## src/hw/vec_mod_config.svh

```systemverilog
// Width and latency macros for the vector modular unit, included by RTL and testbench
`ifndef VEC_MOD_CONFIG_SVH
`define VEC_MOD_CONFIG_SVH

////////////////////
// Datapath
////////////////////

// Element and modulus width
`define VM_DATA_SIZE 32

// Vector length and element index width
`define VM_CONTROL_SIZE 8

////////////////////
// Timing
////////////////////

// Cycles from reducer go to done, one load plus one step per dividend bit
`define VM_REM_LATENCY (`VM_DATA_SIZE + 2)

`endif

```

## src/hw/mod_data_pkg.sv

```systemverilog
// Arithmetic types shared by the engines, the arbiter and the remainder unit
`include "vec_mod_config.svh"

package mod_data_pkg;

  ////////////////////
  // Data words
  ////////////////////

  // One element or modulus
  typedef logic [`VM_DATA_SIZE-1:0] data_t;

  ////////////////////
  // Reducer traffic
  ////////////////////

  // Request to the remainder unit
  // Dividend keeps one extra bit so a sum with carry fits
  typedef struct packed {
    logic [`VM_DATA_SIZE:0] dividend;
    data_t                  modulus;
  } rem_req_t;

  // Result from the remainder unit
  typedef struct packed {
    data_t remainder;
  } rem_rsp_t;

endpackage

```

## src/hw/mod_ctrl_pkg.sv

```systemverilog
// Control types for the engine FSMs and for ownership of the shared remainder unit
package mod_ctrl_pkg;

  ////////////////////
  // Engine FSM
  ////////////////////

  // IDLE waits for start, INPUT takes one element, WAIT holds it in the reducer
  typedef enum logic [1:0] {
    IDLE  = 2'd0,
    INPUT = 2'd1,
    WAIT  = 2'd2
  } vec_state_t;

  ////////////////////
  // Reducer owner
  ////////////////////

  // Which engine holds the remainder unit
  typedef enum logic {
    REDUCE_ENG = 1'b0,
    ADD_ENG    = 1'b1
  } req_id_t;

endpackage

```

## src/hw/scalar_remainder.sv

```systemverilog
// Restoring shift-subtract remainder unit, one request per go, result after fixed latency
`include "vec_mod_config.svh"

module scalar_remainder (
  input  logic                   CLK,
  input  logic                   RST,
  input  logic                   go,
  input  mod_data_pkg::rem_req_t req,
  output logic                   busy,
  output logic                   done,
  output mod_data_pkg::rem_rsp_t rsp
);

  localparam int CNT_W = $clog2(`VM_REM_LATENCY);
  // Index of the final restoring step, one step per dividend bit
  localparam logic [CNT_W-1:0] LAST_STEP = CNT_W'(`VM_REM_LATENCY - 2);
  localparam logic [CNT_W-1:0] CNT_ONE = CNT_W'(1);

  logic                   running;
  logic [CNT_W-1:0]       count;
  logic [`VM_DATA_SIZE:0] dvd_q;
  mod_data_pkg::data_t    mod_q;
  mod_data_pkg::data_t    rem_q;
  logic [`VM_DATA_SIZE:0] trial;
  logic [`VM_DATA_SIZE:0] diff;
  mod_data_pkg::data_t    rem_next;

  ////////////////////
  // Restoring step
  ////////////////////

  // Shift next dividend bit into the partial remainder
  assign trial = {rem_q, dvd_q[`VM_DATA_SIZE]};
  assign diff = trial - {1'b0, mod_q};
  // Subtract only when trial >= modulus, result always below modulus
  assign rem_next = (trial >= {1'b0, mod_q}) ? diff[`VM_DATA_SIZE-1:0]
                                             : trial[`VM_DATA_SIZE-1:0];

  // Busy through the done cycle
  assign busy = running | done;
  assign rsp.remainder = rem_q;

  ////////////////////
  // Sequencing
  ////////////////////

  always_ff @(posedge CLK or posedge RST) begin
    if (RST) begin
      running <= 1'b0;
      done    <= 1'b0;
      count   <= '0;
    end else begin
      done <= 1'b0;
      if (go && !busy) begin
        running <= 1'b1;
        count   <= '0;
      end else if (running) begin
        count <= count + CNT_ONE;
        // Last bit consumed, present result next cycle
        if (count == LAST_STEP) begin
          running <= 1'b0;
          done    <= 1'b1;
        end
      end
    end
  end

  // Operand and partial remainder registers
  always_ff @(posedge CLK) begin
    if (go && !busy) begin
      dvd_q <= req.dividend;
      mod_q <= req.modulus;
      rem_q <= '0;
    end else if (running) begin
      dvd_q <= {dvd_q[`VM_DATA_SIZE-1:0], 1'b0};
      rem_q <= rem_next;
    end
  end

endmodule

```

## src/hw/remainder_arbiter.sv

```systemverilog
// Round-robin arbiter sharing one remainder unit between the reduce and add engines
module remainder_arbiter (
  input  logic                   CLK,
  input  logic                   RST,
  // Engine side
  input  logic                   red_req,
  input  logic                   add_req,
  input  mod_data_pkg::rem_req_t red_cmd,
  input  mod_data_pkg::rem_req_t add_cmd,
  output logic                   red_grant,
  output logic                   add_grant,
  output logic                   red_done,
  output logic                   add_done,
  output mod_data_pkg::rem_rsp_t eng_rsp,
  // Reducer side
  output logic                   go,
  output mod_data_pkg::rem_req_t rem_cmd,
  input  logic                   rem_busy,
  input  logic                   rem_done,
  input  mod_data_pkg::rem_rsp_t rem_rsp
);

  mod_ctrl_pkg::req_id_t prio;
  mod_ctrl_pkg::req_id_t owner;
  mod_ctrl_pkg::req_id_t winner;
  // Go issued, done not yet seen
  logic                  pending;
  logic                  issue;

  // Add wins when alone or when it holds priority
  assign winner = (add_req && (!red_req || prio == mod_ctrl_pkg::ADD_ENG))
                  ? mod_ctrl_pkg::ADD_ENG : mod_ctrl_pkg::REDUCE_ENG;
  assign issue = (red_req | add_req) & ~pending & ~rem_busy;

  ////////////////////
  // Grant and priority
  ////////////////////

  always_ff @(posedge CLK or posedge RST) begin
    if (RST) begin
      prio      <= mod_ctrl_pkg::REDUCE_ENG;
      owner     <= mod_ctrl_pkg::REDUCE_ENG;
      pending   <= 1'b0;
      go        <= 1'b0;
      red_grant <= 1'b0;
      add_grant <= 1'b0;
    end else begin
      go        <= issue;
      red_grant <= issue & (winner == mod_ctrl_pkg::REDUCE_ENG);
      add_grant <= issue & (winner == mod_ctrl_pkg::ADD_ENG);
      if (issue) begin
        owner   <= winner;
        pending <= 1'b1;
        // Other engine goes first next time
        prio    <= (winner == mod_ctrl_pkg::REDUCE_ENG) ? mod_ctrl_pkg::ADD_ENG
                                                        : mod_ctrl_pkg::REDUCE_ENG;
      end else if (rem_done) begin
        pending <= 1'b0;
      end
    end
  end

  ////////////////////
  // Routing
  ////////////////////

  // Owner's command stays stable while it waits
  assign rem_cmd = (owner == mod_ctrl_pkg::ADD_ENG) ? add_cmd : red_cmd;
  assign red_done = rem_done & (owner == mod_ctrl_pkg::REDUCE_ENG);
  assign add_done = rem_done & (owner == mod_ctrl_pkg::ADD_ENG);
  assign eng_rsp = rem_rsp;

endmodule

```

## src/hw/vector_modular_reduce.sv

```systemverilog
// Vector engine returning each streamed element mod the modulus via the shared reducer
`include "vec_mod_config.svh"

module vector_modular_reduce (
  input  logic                        CLK,
  input  logic                        RST,
  // Control
  input  logic                        start,
  output logic                        ready,
  input  logic                        in_enable,
  output logic                        in_ready,
  output logic                        out_enable,
  // Data
  input  logic [`VM_CONTROL_SIZE-1:0] size,
  input  mod_data_pkg::data_t         modulus,
  input  mod_data_pkg::data_t         a_in,
  output mod_data_pkg::data_t         data_out,
  // Reducer
  output logic                        rem_request,
  output mod_data_pkg::rem_req_t      rem_cmd,
  input  logic                        rem_grant,
  input  logic                        rem_done,
  input  mod_data_pkg::rem_rsp_t      rem_rsp
);

  localparam logic [`VM_CONTROL_SIZE-1:0] ONE_CONTROL = 1;

  mod_ctrl_pkg::vec_state_t    state;
  logic [`VM_CONTROL_SIZE-1:0] index;
  logic [`VM_CONTROL_SIZE-1:0] size_q;
  mod_data_pkg::rem_req_t      cmd_q;
  logic                        accept;

  // One element in flight at a time
  assign in_ready = (state == mod_ctrl_pkg::INPUT);
  assign accept = in_ready & in_enable;
  assign rem_cmd = cmd_q;

  ////////////////////
  // Control FSM
  ////////////////////

  always_ff @(posedge CLK or posedge RST) begin
    if (RST) begin
      state       <= mod_ctrl_pkg::IDLE;
      index       <= '0;
      rem_request <= 1'b0;
      out_enable  <= 1'b0;
      ready       <= 1'b0;
      data_out    <= '0;
    end else begin
      out_enable <= 1'b0;
      ready      <= 1'b0;
      case (state)
        mod_ctrl_pkg::IDLE: begin
          if (start) begin
            index <= '0;
            state <= mod_ctrl_pkg::INPUT;
          end
        end
        mod_ctrl_pkg::INPUT: begin
          if (accept) begin
            rem_request <= 1'b1;
            state       <= mod_ctrl_pkg::WAIT;
          end
        end
        mod_ctrl_pkg::WAIT: begin
          // Drop request once the arbiter takes it
          if (rem_grant) rem_request <= 1'b0;
          if (rem_done) begin
            data_out   <= rem_rsp.remainder;
            out_enable <= 1'b1;
            if (index == size_q - ONE_CONTROL) begin
              ready <= 1'b1;
              state <= mod_ctrl_pkg::IDLE;
            end else begin
              index <= index + ONE_CONTROL;
              state <= mod_ctrl_pkg::INPUT;
            end
          end
        end
        default: state <= mod_ctrl_pkg::IDLE;
      endcase
    end
  end

  // Length and modulus held for the whole vector, dividend per element
  always_ff @(posedge CLK) begin
    if (state == mod_ctrl_pkg::IDLE && start) begin
      size_q        <= size;
      cmd_q.modulus <= modulus;
    end
    if (accept) cmd_q.dividend <= {1'b0, a_in};
  end

endmodule

```

## src/hw/vector_modular_add.sv

```systemverilog
// Vector engine returning (a + b) mod the modulus per element via the shared reducer
`include "vec_mod_config.svh"

module vector_modular_add (
  input  logic                        CLK,
  input  logic                        RST,
  // Control
  input  logic                        start,
  output logic                        ready,
  input  logic                        in_enable,
  output logic                        in_ready,
  output logic                        out_enable,
  // Data
  input  logic [`VM_CONTROL_SIZE-1:0] size,
  input  mod_data_pkg::data_t         modulus,
  input  mod_data_pkg::data_t         a_in,
  input  mod_data_pkg::data_t         b_in,
  output mod_data_pkg::data_t         data_out,
  // Reducer
  output logic                        rem_request,
  output mod_data_pkg::rem_req_t      rem_cmd,
  input  logic                        rem_grant,
  input  logic                        rem_done,
  input  mod_data_pkg::rem_rsp_t      rem_rsp
);

  localparam logic [`VM_CONTROL_SIZE-1:0] ONE_CONTROL = 1;

  mod_ctrl_pkg::vec_state_t    state;
  logic [`VM_CONTROL_SIZE-1:0] index;
  logic [`VM_CONTROL_SIZE-1:0] size_q;
  mod_data_pkg::rem_req_t      cmd_q;
  logic                        accept;
  // Full sum with carry
  logic [`VM_DATA_SIZE:0]      sum;

  assign in_ready = (state == mod_ctrl_pkg::INPUT);
  assign accept = in_ready & in_enable;
  assign sum = {1'b0, a_in} + {1'b0, b_in};
  assign rem_cmd = cmd_q;

  ////////////////////
  // Control FSM
  ////////////////////

  always_ff @(posedge CLK or posedge RST) begin
    if (RST) begin
      state       <= mod_ctrl_pkg::IDLE;
      index       <= '0;
      rem_request <= 1'b0;
      out_enable  <= 1'b0;
      ready       <= 1'b0;
      data_out    <= '0;
    end else begin
      out_enable <= 1'b0;
      ready      <= 1'b0;
      case (state)
        mod_ctrl_pkg::IDLE: begin
          if (start) begin
            index <= '0;
            state <= mod_ctrl_pkg::INPUT;
          end
        end
        mod_ctrl_pkg::INPUT: begin
          if (accept) begin
            rem_request <= 1'b1;
            state       <= mod_ctrl_pkg::WAIT;
          end
        end
        mod_ctrl_pkg::WAIT: begin
          if (rem_grant) rem_request <= 1'b0;
          // Result back, last element also ends the vector
          if (rem_done) begin
            data_out   <= rem_rsp.remainder;
            out_enable <= 1'b1;
            if (index == size_q - ONE_CONTROL) begin
              ready <= 1'b1;
              state <= mod_ctrl_pkg::IDLE;
            end else begin
              index <= index + ONE_CONTROL;
              state <= mod_ctrl_pkg::INPUT;
            end
          end
        end
        default: state <= mod_ctrl_pkg::IDLE;
      endcase
    end
  end

  // Sum captured on accept so the inputs may change while waiting
  always_ff @(posedge CLK) begin
    if (state == mod_ctrl_pkg::IDLE && start) begin
      size_q        <= size;
      cmd_q.modulus <= modulus;
    end
    if (accept) cmd_q.dividend <= sum;
  end

endmodule

```

## src/hw/vector_modular_unit.sv

```systemverilog
// Top of the vector modular unit, two engines sharing one arbitrated remainder unit
`include "vec_mod_config.svh"

module vector_modular_unit (
  input  logic                        CLK,
  input  logic                        RST,
  // Reduce engine
  input  logic                        red_start,
  input  logic [`VM_CONTROL_SIZE-1:0] red_size,
  input  mod_data_pkg::data_t         red_modulus,
  input  logic                        red_in_enable,
  output logic                        red_in_ready,
  input  mod_data_pkg::data_t         red_a_in,
  output logic                        red_out_enable,
  output mod_data_pkg::data_t         red_data_out,
  output logic                        red_ready,
  // Add engine
  input  logic                        add_start,
  input  logic [`VM_CONTROL_SIZE-1:0] add_size,
  input  mod_data_pkg::data_t         add_modulus,
  input  logic                        add_in_enable,
  output logic                        add_in_ready,
  input  mod_data_pkg::data_t         add_a_in,
  input  mod_data_pkg::data_t         add_b_in,
  output logic                        add_out_enable,
  output mod_data_pkg::data_t         add_data_out,
  output logic                        add_ready
);

  ////////////////////
  // Wires
  ////////////////////

  logic                   red_req;
  logic                   add_req;
  logic                   red_grant;
  logic                   add_grant;
  logic                   red_done;
  logic                   add_done;
  mod_data_pkg::rem_req_t red_cmd;
  mod_data_pkg::rem_req_t add_cmd;
  mod_data_pkg::rem_rsp_t eng_rsp;
  // Arbiter to reducer
  logic                   rem_go;
  logic                   rem_busy;
  logic                   rem_done;
  mod_data_pkg::rem_req_t rem_cmd;
  mod_data_pkg::rem_rsp_t rem_rsp;

  vector_modular_reduce reduce_inst (
    .CLK(CLK), .RST(RST),
    .start(red_start), .ready(red_ready),
    .in_enable(red_in_enable), .in_ready(red_in_ready),
    .out_enable(red_out_enable),
    .size(red_size), .modulus(red_modulus),
    .a_in(red_a_in), .data_out(red_data_out),
    .rem_request(red_req), .rem_cmd(red_cmd),
    .rem_grant(red_grant), .rem_done(red_done), .rem_rsp(eng_rsp)
  );

  vector_modular_add add_inst (
    .CLK(CLK), .RST(RST),
    .start(add_start), .ready(add_ready),
    .in_enable(add_in_enable), .in_ready(add_in_ready),
    .out_enable(add_out_enable),
    .size(add_size), .modulus(add_modulus),
    .a_in(add_a_in), .b_in(add_b_in), .data_out(add_data_out),
    .rem_request(add_req), .rem_cmd(add_cmd),
    .rem_grant(add_grant), .rem_done(add_done), .rem_rsp(eng_rsp)
  );

  // Shared response bus, done steers it to the owner
  remainder_arbiter arbiter_inst (
    .CLK(CLK), .RST(RST),
    .red_req(red_req), .add_req(add_req),
    .red_cmd(red_cmd), .add_cmd(add_cmd),
    .red_grant(red_grant), .add_grant(add_grant),
    .red_done(red_done), .add_done(add_done), .eng_rsp(eng_rsp),
    .go(rem_go), .rem_cmd(rem_cmd),
    .rem_busy(rem_busy), .rem_done(rem_done), .rem_rsp(rem_rsp)
  );

  scalar_remainder remainder_inst (
    .CLK(CLK), .RST(RST),
    .go(rem_go), .req(rem_cmd),
    .busy(rem_busy), .done(rem_done), .rsp(rem_rsp)
  );

endmodule

```

## config.mk

```make
export PLATFORM = sky130hd
export DESIGN_NAME = vector_modular_unit
export DESIGN_NICKNAME = d
export VERILOG_FILES = /design/src/hw/mod_data_pkg.sv /design/src/hw/mod_ctrl_pkg.sv /design/src/hw/scalar_remainder.sv /design/src/hw/remainder_arbiter.sv /design/src/hw/vector_modular_reduce.sv /design/src/hw/vector_modular_add.sv /design/src/hw/vector_modular_unit.sv
export VERILOG_INCLUDE_DIRS = /design/src /design/src/hw
export SDC_FILE = /design/constraint.sdc
export NUM_CORES = 1
export LEC_CHECK = 0
export BUFFER_PORTS_ARGS = -buffer_cell sky130_fd_sc_hd__buf_4
export CAP_MARGIN = 15
export CORE_MARGIN = 3
export CORE_UTILIZATION = 60
export CTS_CLUSTER_DIAMETER = 120
export CTS_CLUSTER_SIZE = 25
export DETAILED_ROUTE_END_ITERATION = 8
export GPL_TIMING_DRIVEN = 1
export PLACE_DENSITY = 0.84
export SLEW_MARGIN = 20
export SYNTH_ARGS = -nofsm -noshare
export SYNTH_HDL_FRONTEND = slang
export SYNTH_SLANG_ARGS = --single-unit
```

## constraint.sdc

```tcl
create_clock -name CLK -period 10.4 [get_ports CLK]
set_clock_uncertainty 0.05 [all_clocks]
set_input_delay 2.08 -clock CLK [delete_from_list [all_inputs] [get_ports CLK]]
set_output_delay 2.08 -clock CLK [all_outputs]
set_load 0.03 [all_outputs]
```

======== Yosys cells after proc, flatten, opt, wreduce, memory -nomap -nowiden ========
Index checks and enable logic that the tools add are counted.
word-level totals
  input port bits ......................... 182
  word-level logic and storage cells ...... 142
  output and inout port bits .............. 70
  register bits ........................... 346
operators by class
  mux-type cells .......................... 50
  equality and inequality tests ........... 17
  reductions and logical operators ........ 23
  bitwise gates (word level) .............. 14
  $lt $le $gt $ge ......................... 1
  add/subtract/negate cells ............... 7
operators with widths
  cell                   number
  $mux W33               2
  $mux W65               1
  $mux W8                6
  $add A32 B32 Y33       1
  $ge A33 B32 Y1         1
  $mux W32               1
  $pmux W8 S2            2
  $sub A32 B32 Y32       1
  $mux W1                26
  $add A8 B1 Y8 const B  2
  $eq A8 B8 Y1           2
  $sub A8 B1 Y8 const B  2
  $ne A2 B2 Y1 const B   7
  $mux W2                6
  $mux W6                2
  $pmux W2 S3            2
  $reduce_and A3 Y1      4
  $reduce_bool A2 Y1     6
  $and A1 B1 Y1          8
  $reduce_and A4 Y1      2
  $add A6 B1 Y6 const B  1
  $eq A6 B6 Y1 const B   1
  $ne A2 B1 Y1 const B   3
  $eq A2 B1 Y1 const B   2
  9 further kinds        21

======== Longest topological paths before layout ========
Gate-level depths: netlist of run 1.
  depth after elaboration ................. 6
  depth in mapped cells ................... 13

======== Hierarchy ========
Synthesis of run 1 repeated with hierarchy kept, for this count alone.
second synthesis, totals
  cells, all modules ...................... 1421
  area, all modules ....................... 17500.5 µm²
by module, submodules not included
  module                 area an instance (µm²)  times used  cells each  seq. area each (µm²)
  vector_modular_add     6054.6                  1           505         3318.2
  scalar_remainder       5769.3                  1           534         2792.7
  vector_modular_reduce  4331.7                  1           256         3288.2
  remainder_arbiter      1345.0                  1           126         150.1

======== Least setup slack after synthesis of run 1 ========
No wires, ideal clock.
  path kind ............................... input -> register
  start point ............................. in red_start
  end point ............................... reg reduce_inst.index[6]
  stages .................................. 6
  arrival time ............................ 6.391 ns
  setup time .............................. 0.292 ns
  setup slack ............................. 3.667 ns
  path buffers ............................ 0
  cells stage by stage .................... nor3b_1 -> or2_2 -> nand3b_1 -> nor3_1 -> xnor2_1 -> nor2_1
between the ends
  word-level cells in the longest chain between the ends .. 2
RTL lines
  item                                RTL line                     text
  start: declaration                  vector_modular_unit.sv:8     input logic red_start,
  $ne A2 B2 Y1 (no source line)       --
  $reduce_and A4 Y1 (no source line)  --
  end signal: assignment              vector_modular_reduce.sv:77  index <= index + ONE_CONTROL;
  end: declaration                    vector_modular_reduce.sv:29  logic [`VM_CONTROL_SIZE-1:0] index;
Every way passes these cells.
A chain may end at the register's enable or synchronous reset.

======== Worst setup path after layout of run 1 ========
  start point ............................. in add_a_in[0]
  end point ............................... reg add_inst.cmd_q, in the netlist add_inst.rem_cmd[60], data pin
between the ends
  word-level cells in the longest chain between the ends .. 1
RTL lines
  item                  RTL line                   text
  start: declaration    vector_modular_unit.sv:23  input mod_data_pkg::data_t add_a_in,
  $add A32 B32 Y33      vector_modular_add.sv:39   assign sum = {1'b0, a_in} + {1'b0, b_in};
  net add_inst.sum[28]  vector_modular_add.sv:35   logic [`VM_DATA_SIZE:0] sum;
  end: declaration      vector_modular_add.sv:32   mod_data_pkg::rem_req_t cmd_q;
The timed path passes the listed nets, and every way through them passes these cells.

==> summary.txt, run 1 <==
Logic synthesis
  – Synth area leaders: edfxtp_1 (38%), dfrtp_1 (16%), ha_1 (5.3%), nand2_1 (5.0%), mux2_2 (4.4%)
  – YS warnings: 0
  – Most frequent cell after synthesis: nand2_1
  – Most frequent cells after synthesis: nand2_1 (219), edfxtp_1 (210), dfrtp_1 (104)
  – Synth Area per Inst: 11.63 sq um
  – Mux cell area share after synthesis: 7.746%
  – Compound-cell area share of the yosys netlist: 10.72%
  – Synth Area in XOR/XNOR: 4.655%
  – Post-synthesis simple-gate area fraction: 10.97%
  – Yosys cell types: 70
  – Yosys reg bits: ~350
  – Post-synth top area share: 38.09%
  – Adder-cell share of the synthesized area: 5.532%
  – Fraction of synthesis flops using an asynchronous set or reset pin: 30.06%
  – Cell Area, Synth: between 15000 and 20000 sq um
  – Post-synthesis sequential area ratio: 57.68%
  – Cell taking the most area after synthesis: edfxtp_1
  – EDFF count, synth: between 200 and 250
  – Syn Inst Count: 1424
  – Synthesized net count: 1678
  – Ys flop type: edfxtp_1
  – Combinational family with the most area after synthesis: simple AND/OR/NAND/NOR gates

GRT
  – Met2 Resource Use GR: 41.52%
  – Grt met1 use: 30.70%
  – GR peak layer: met2
  – Largest net degree at the start of global routing: 70
  – First-pass GRT wire length: 56.75 mm
  – Grt ovf: 0
  – Initial antenna violation count: 1
  – Met3 GRT Util: 4.001%
  – Total global routing track utilization: 23.68%
  – Vias in the first global route: 11486

STA
  – Final number of hold-violating endpoints: 0
  – Final Cycle Share: 44.80%
  – Pins Over Slew Limit: 0
  – Post-route minimum period: 4.659 ns
  – Final setup vio count: 0
  – Setup TNS: 0 ns
  – Unrepaired setup endpoints after global routing: false
  – Worst-Margin Slew: approximately 1.1 ns
  – Hold slack final: between 0.4 and 0.5 ns
  – Worst rel slew slack: around a quarter
  – Fmax: 0.2146 GHz

Critical path
  – Worst Setup Path Type: input pin to flip-flop
  – Reg2reg setup slack: between 6 and 7 ns
  – R2R Path Start: remainder_inst.rsp[1]$_SDFFE_PP0P_
  – R2R cell count: 11
  – Worst reg2reg endpoint: remainder_inst.rsp[29]$_SDFFE_PP0P_
  – Critical Path Sink Type: flip-flop
  – Critical Path Slowest Stage Cell: fa_1
  – Arrival @ worst endpoint: 4.87 ns
  – Nature of the critical path startpoint: input pin
  – WP buf/inv: 1
  – Critical path cell sequence: buf_4 -> ha_1 -> fa_1 -> a211oi_1 -> o31a_1 -> o211ai_1 -> a31oi_1 -> o21a_1 -> o21ai_1 -> a21o_1 -> a21oi_1 -> xnor2_1
  – Crit path largest cell delay: 0.44 ns
  – Req. time, crit path: 10.61 ns
  – Largest delay contributor family on the critical path: compound AO/OA/AOI/OAI gates
  – Crit-path max FO: 5

Power and ir drop
  – Max IR drop VDD: 0.09105 mV
  – Pwr Total: between 3000 and 4000 uW
  – LEAKAGE: 0.008434 uW
  – P per Cell Area: 175.8 nW/um^2

Placement
  – Placed cells: 1984
  – Final Wtd Congestion: 0.9259
  – Port Buf Inserts: 251
  – HPWL Detailed: 25.54 mm

CTS
  – Num CTS Buffers: 17
  – Clock Latency Late Sink: 0.51 ns
  – Root buffer cell: clkbuf_16
  – Clk sinks: 346
  – CTS max path bufs: 3
  – CTS H-tree lvls: 1
  – Post-CTS Setup Inserts: 0
  – CTS Hold Bufs: 0
  – Post_cts resized: 0
  – Clk pin slew, worst setup/hold paths: 0.09 ns
  – CTS tree: yes

Floorplanning
  – Core ar.: 27030 sq um
  – Total die area: about 30000 sq um
  – Row count: 60
  – Die width: 172.1 microns
  – Die height: roughly 170 microns
  – Initial Util: 61.26%
  – Total I/O pin count: ~250

Worst hold path
  – Worst hold stages: 2
  – Min-delay src: add_inst.data_out[20]$_DFFE_PP0P_
  – Worst min-delay path class: flip-flop to flip-flop
  – WHS Endpoint: add_inst.data_out[20]$_DFFE_PP0P_

Finish
  – Fin cells: between 2000 and 2500
  – Share of post-route cells with drive strength above 1: 22.01%
  – ANT cells: 0
  – Final nets: 1916
  – Area growth, synth to finish: 16.54%
  – # fillers: 1900

Outcome
  – Outcome: complete, no violations

Job
  – Max-cap viol count: 0

Route
  – DRC Markers: 0
  – Via count: ~12000
  – Vias per inst: 5.735
  – DRT Pass-1 Iters: 5
  – DRT iter0 DRCs: 805
  – Detailed-route wire length: 35.68 mm
  – Routed length per instance: 17.73 microns
  – DRT antenna net count: 0
==> registers in the layout (all words and copies together), names as in the netlist, 2 cells and up <==
register / flops
add_inst.rem_cmd: 65
reduce_inst.rem_cmd: 64
remainder_inst.dvd_q: 33
add_inst.data_out: 32
reduce_inst.data_out: 32
remainder_inst.mod_q: 32
remainder_inst.rsp: 32
add_inst.index: 8
add_inst.size_q: 8
reduce_inst.index: 8
reduce_inst.size_q: 8
remainder_inst.count: 6
add_inst.state: 2
reduce_inst.state: 2
==> layout make-up <==
| cell class | count | area (sq um) | share of cell area (%) |
|---|---|---|---|
| Inverter | 67 | 254.0 | 1.316 |
| Clock buffer | 29 | 491.7 | 2.548 |
| Multi-Input combinational cell | 965 | 6580 | 34.10 |
| Tap cell | 341 | 426.7 | 2.211 |
| Timing Repair Buffer | 265 | 1989 | 10.31 |
| Sequential cell | 346 | 9553 | 49.51 |
==> layer usage <==
metal / vias up / wire, microns
met3: 64 / 2422
met1: 5506 / 14630
li1: 5571 / -
met5: - / 11
met2: 401 / 17750
met4: 2 / 873
==> logic make-up (layout without fill, tap and decap cells) <==
group | after synthesis | count (layout)
flops | 346 | 346
xor+xnor | 88 | 88
mux | 120 | 120
compound gates | 279 | 279
buf+inv | 113 | 361
fa+ha+maj | 72 | 72
simple gates | 406 | 406
==> stage by stage <==
stage | worst slack, ns | cell area, sq um | util [%]
after floorplan | 3.667 | 16560 | -
after detailed placement | 5.258 | 18800 | 69.57
after CTS | 5.815 | 19290 | 71.39
after global routing | 5.608 | 19290 | 71.39
final | 5.741 | 19290 | 71.39
after global placement | 5.321 | 18800 | 69.57
==> worst max path at each step <==
stage	startpoint	endpoint	slack [ns]	cells after the start
after floorplan	red_start	reduce_inst.index[6]$_DFFE_PP0P_	3.67	6
after global placement	add_a_in[0]	add_inst.rem_cmd[58]$_DFFE_PP_	5.32	12
after detailed placement	add_a_in[0]	add_inst.rem_cmd[60]$_DFFE_PP_	5.26	12
after CTS	add_a_in[0]	add_inst.rem_cmd[60]$_DFFE_PP_	5.81	12
after global routing	add_a_in[0]	add_inst.rem_cmd[58]$_DFFE_PP_	5.61	12
final	add_a_in[0]	add_inst.rem_cmd[60]$_DFFE_PP_	5.74	12
==> cell usage in the layout (no fill, tap or decap), types with 10 or more instances in the layout <==
cell type  instances
o21ai_0           60
buf_4            265
ha_1              70
xor2_1            31
mux2i_1           55
clkbuf_1          11
edfxtp_1         210
o21bai_1          12
dfxtp_1           32
dfrtp_1          103
nand2_1          218
nor2b_1           10
inv_1             63
nor3_1            18
nor2_1            68
clkbuf_16         18
nand3_1           21
a21oi_1           59
a21o_1            38
mux2_2            65
o21ai_1           37
nand4_1           14
xnor2_1           57
==> worst register-to-register path: cells and delay by family, from the launching register on <==
| family | cells | cell delay [ns] |
|---|---|---|
| AO/OA/AOI/OAI | 7 | 1.81 |
| adder cells (fa/ha/maj) | 1 | 0.42 |
| buffers and inverters | 1 | 0.44 |
| flip-flops | 1 | 0.38 |
| AND/OR/NAND/NOR | 2 | 0.60 |
==> where the power goes <==
part,internal [uW],total (uW),switching [uW]
clock network,327,732,405
registers,1720,1820,106
logic,365,837,473
Note: power is estimated with default switching activity, not from simulation.
==> inputs of run 2 (changes only) <==
--- a/config.mk
+++ b/config.mk
@@ -6,15 +6,16 @@
 export SDC_FILE = /design/constraint.sdc
 export NUM_CORES = 1
 export LEC_CHECK = 0
+export ABC_AREA = 1
 export BUFFER_PORTS_ARGS = -buffer_cell sky130_fd_sc_hd__buf_4
 export CAP_MARGIN = 15
 export CORE_MARGIN = 3
-export CORE_UTILIZATION = 60
+export CORE_UTILIZATION = 53
 export CTS_CLUSTER_DIAMETER = 120
 export CTS_CLUSTER_SIZE = 25
 export DETAILED_ROUTE_END_ITERATION = 8
 export GPL_TIMING_DRIVEN = 1
-export PLACE_DENSITY = 0.84
+export PLACE_DENSITY = 0.78
 export SLEW_MARGIN = 20
 export SYNTH_ARGS = -nofsm -noshare
 export SYNTH_HDL_FRONTEND = slang
==> constraint.sdc (replaced) <==
create_clock -name CLK -period 3.8 [get_ports CLK]
set_clock_uncertainty 0.05 [all_clocks]
set_input_delay 0.76 -clock CLK [delete_from_list [all_inputs] [get_ports CLK]]
set_output_delay 0.76 -clock CLK [all_outputs]
set_load 0.03 [all_outputs]
==> run 2 against run 1 <==
Critical path type is now flip-flop to flip-flop. Critical path depth fell by 2. Core utilization fell by 8.3 points. Sequential power rose to 2.7 times the previous value. Worst hold slack got worse by 0.14 ns. Synthesized cell count rose by 48%. Total power rose to 2.7 times the previous value. Largest cell class unchanged. Via count rose by 27%.
==> summary.txt, run 2 <==
Finish
  – Commonest cells after routing, fill and taps aside: nand2_1 (703), inv_1 (264), buf_4 (263)
  – Final nets: 2587
  – # fillers: roughly 2800
  – Flip-flop count of the largest register after layout: 65
  – ANT cells: 0
  – Commonest non-fill, non-tap cell in the layout: nand2_1
  – Area growth, synth to finish: 15.56%
  – Share of post-route cells with drive strength above 1: 13.40%

CTS
  – CTS Hold Bufs: 0
  – Root buffer cell: clkbuf_16
  – Post_cts resized: 0
  – Clk pin slew, worst setup/hold paths: 0.09 ns
  – CTS tree: yes
  – Post-CTS Setup Inserts: 0
  – CTS H-tree lvls: 1
  – CTS max path bufs: 3
  – Num CTS Buffers: 17
  – Clk sinks: 346
  – Clock Latency Late Sink: 0.51 ns

Route
  – Via count: 14647
  – DRC Markers: 0
  – Detailed-route wire length: roughly 44 mm
  – Vias per inst: 5.259
  – DRT antenna net count: 0
  – DRT iter0 DRCs: 1161
  – Routed length per instance: 15.97 microns
  – DRT Pass-1 Iters: 5

Critical path
  – Worst Setup Path Type: flip-flop to flip-flop
  – Req. time, crit path: about 4.1 ns
  – Arrival @ worst endpoint: 2.97 ns
  – Crit-path max FO: 34
  – Cell repeated most along the worst path: nand2_1
  – WP buf/inv: 0
  – Critical path cell sequence: ha_1 -> nand2_1 -> nor2_1 -> nand2_1 -> nor3_2 -> nand2_4 -> nand2_4 -> nand2_1 -> nand3_1 -> o21ai_1
  – Nature of the critical path startpoint: flip-flop
  – Crit path largest cell delay: 0.43 ns
  – Critical Path Slowest Stage Cell: ha_1
  – Critical Path Sink Type: flip-flop
  – Largest delay contributor family on the critical path: simple AND/OR/NAND/NOR gates

Logic synthesis
  – Syn Inst Count: ~2100
  – Cell Area, Synth: 17980 sq um
  – Synth Area per Inst: 8.544 sq um
  – YS warnings: 0
  – Most frequent cells after synthesis: nand2_1 (703), inv_1 (268), edfxtp_1 (210)
  – Ys flop type: edfxtp_1
  – Yosys cell types: 44
  – Cell taking the most area after synthesis: edfxtp_1
  – Yosys reg bits: 346
  – Synth area leaders: edfxtp_1 (35%), nand2_1 (15%), dfrtp_1 (14%), inv_1 (5.6%), ha_1 (4.9%)
  – EDFF count, synth: 210
  – Post-synthesis sequential area ratio: 53.12%
  – Post-synth top area share: a little over a third
  – Fraction of synthesis flops using an asynchronous set or reset pin: 30.06%
  – Synthesized net count: 2358
  – Most frequent cell after synthesis: nand2_1

Floorplanning
  – Die width: ~190 microns
  – Total I/O pin count: 252
  – Row count: 66
  – Die height: about 190 microns
  – Total die area: 36160 sq um
  – Core ar.: around 33000 sq um
  – Initial Util: ~55%

STA
  – Pins Over Slew Limit: 0
  – Worst rel slew slack: 33.69%
  – Setup ws final: roughly 1.2 ns
  – Final setup vio count: 0
  – Unrepaired setup endpoints after global routing: false
  – Post-route minimum period: 2.645 ns
  – Fmax: approximately 0.38 GHz
  – Worst-Margin Slew: about 0.99 ns
  – Final Cycle Share: 69.61%
  – Final number of hold-violating endpoints: 0
  – Setup TNS: 0 ns

Power and ir drop
  – LEAKAGE: 0.01013 uW
  – Max IR drop VDD: 0.2804 mV
  – P per Cell Area: between 400 and 500 nW/um^2

Placement
  – HPWL Detailed: 34.11 mm
  – Pre-CTS WS: 0.8200 ns
  – Final Wtd Congestion: 0.9831
  – Port Buf Inserts: 251

GRT
  – Total global routing track utilization: 24.27%
  – Vias in the first global route: 14076
  – Initial antenna violation count: 0
  – First-pass GRT wire length: slightly above 70 mm
  – Largest net degree at the start of global routing: 95
  – Grt ovf: 0

Job
  – Max-cap viol count: 0

Worst hold path
  – Worst min-delay path class: input pin to async pin

Outcome
  – Outcome: complete, no violations
[run 2: metal layers]
metal / GRT usage (%) / wire length [microns] / part of all wire, %
met5: 0 / 0 / 0
met3: 2.137 / 3158 / 7.1
met1: 34.75 / 19710 / 44
met2: 40.60 / 20660 / 46
met4: 5.560 / 956 / 2.1
[run 2: final cells by class]
cell class,instances,area (sq um),share of cell area [%]
inverter,272,1025,4.933
clock buffer,29,491.7,2.367
timing repair buffer,264,1994,9.601
sequential,346,9550,45.97
multi-input combinational,1432,7159,34.46
tap,442,553.0,2.662
[run 2: kinds of logic (layout without fill, tap and decap cells)]
group           after synthesis  after routing  share of synthesized area, %
xor+xnor                     66             66                         3.216
simple gates               1050           1050                         23.98
buf+inv                     326            565                         7.051
compound gates              244            244                         7.538
fa+ha+maj                    72             72                         5.095
flops                       346            346                         53.12
[run 2: metrics by stage]
step	total power, uW	instance area, sq um	hold WS [ns]	utilization, %	cells
2_1_floorplan	6376	17980	0.3939	-	2104
3_3_place_gp	7121	20280	0.4084	61.55	2756
3_5_place_dp	7196	20280	0.4240	61.55	2756
4_1_cts	9206	20770	0.3166	63.04	2785
5_1_grt	9627	20770	0.3301	63.05	2785
6_report	9149	20770	0.2934	63.05	2785
[run 2: report_power, final]
part	internal [uW]	total (uW)	switching [uW]
clock network	896	2030	1140
logic	803	2250	1450
registers	4620	4860	245
[run 2: worst paths after layout]
kind / start / to / slack [ns] / cells past startpoint
worst max-delay path: remainder_inst.rsp[16]$_SDFFE_PP0P_ / remainder_inst.rsp[5]$_SDFFE_PP0P_ / 1.15 / 10
worst min-delay path: RST / reduce_inst.ready$_DFF_PP0_ / 0.29 / 2
worst max register to register: remainder_inst.rsp[16]$_SDFFE_PP0P_ / remainder_inst.rsp[5]$_SDFFE_PP0P_ / 1.15 / 10
worst min register to register: remainder_inst.rsp[26]$_SDFFE_PP0P_ / remainder_inst.rsp[26]$_SDFFE_PP0P_ / 0.44 / 2
max in group asynchronous: RST / add_inst.data_out[26]$_DFFE_PP0P_ / 2.69 / 3
min in group CLK: red_a_in[14] / reduce_inst.rem_cmd[46]$_DFFE_PP_ / 0.36 / 1
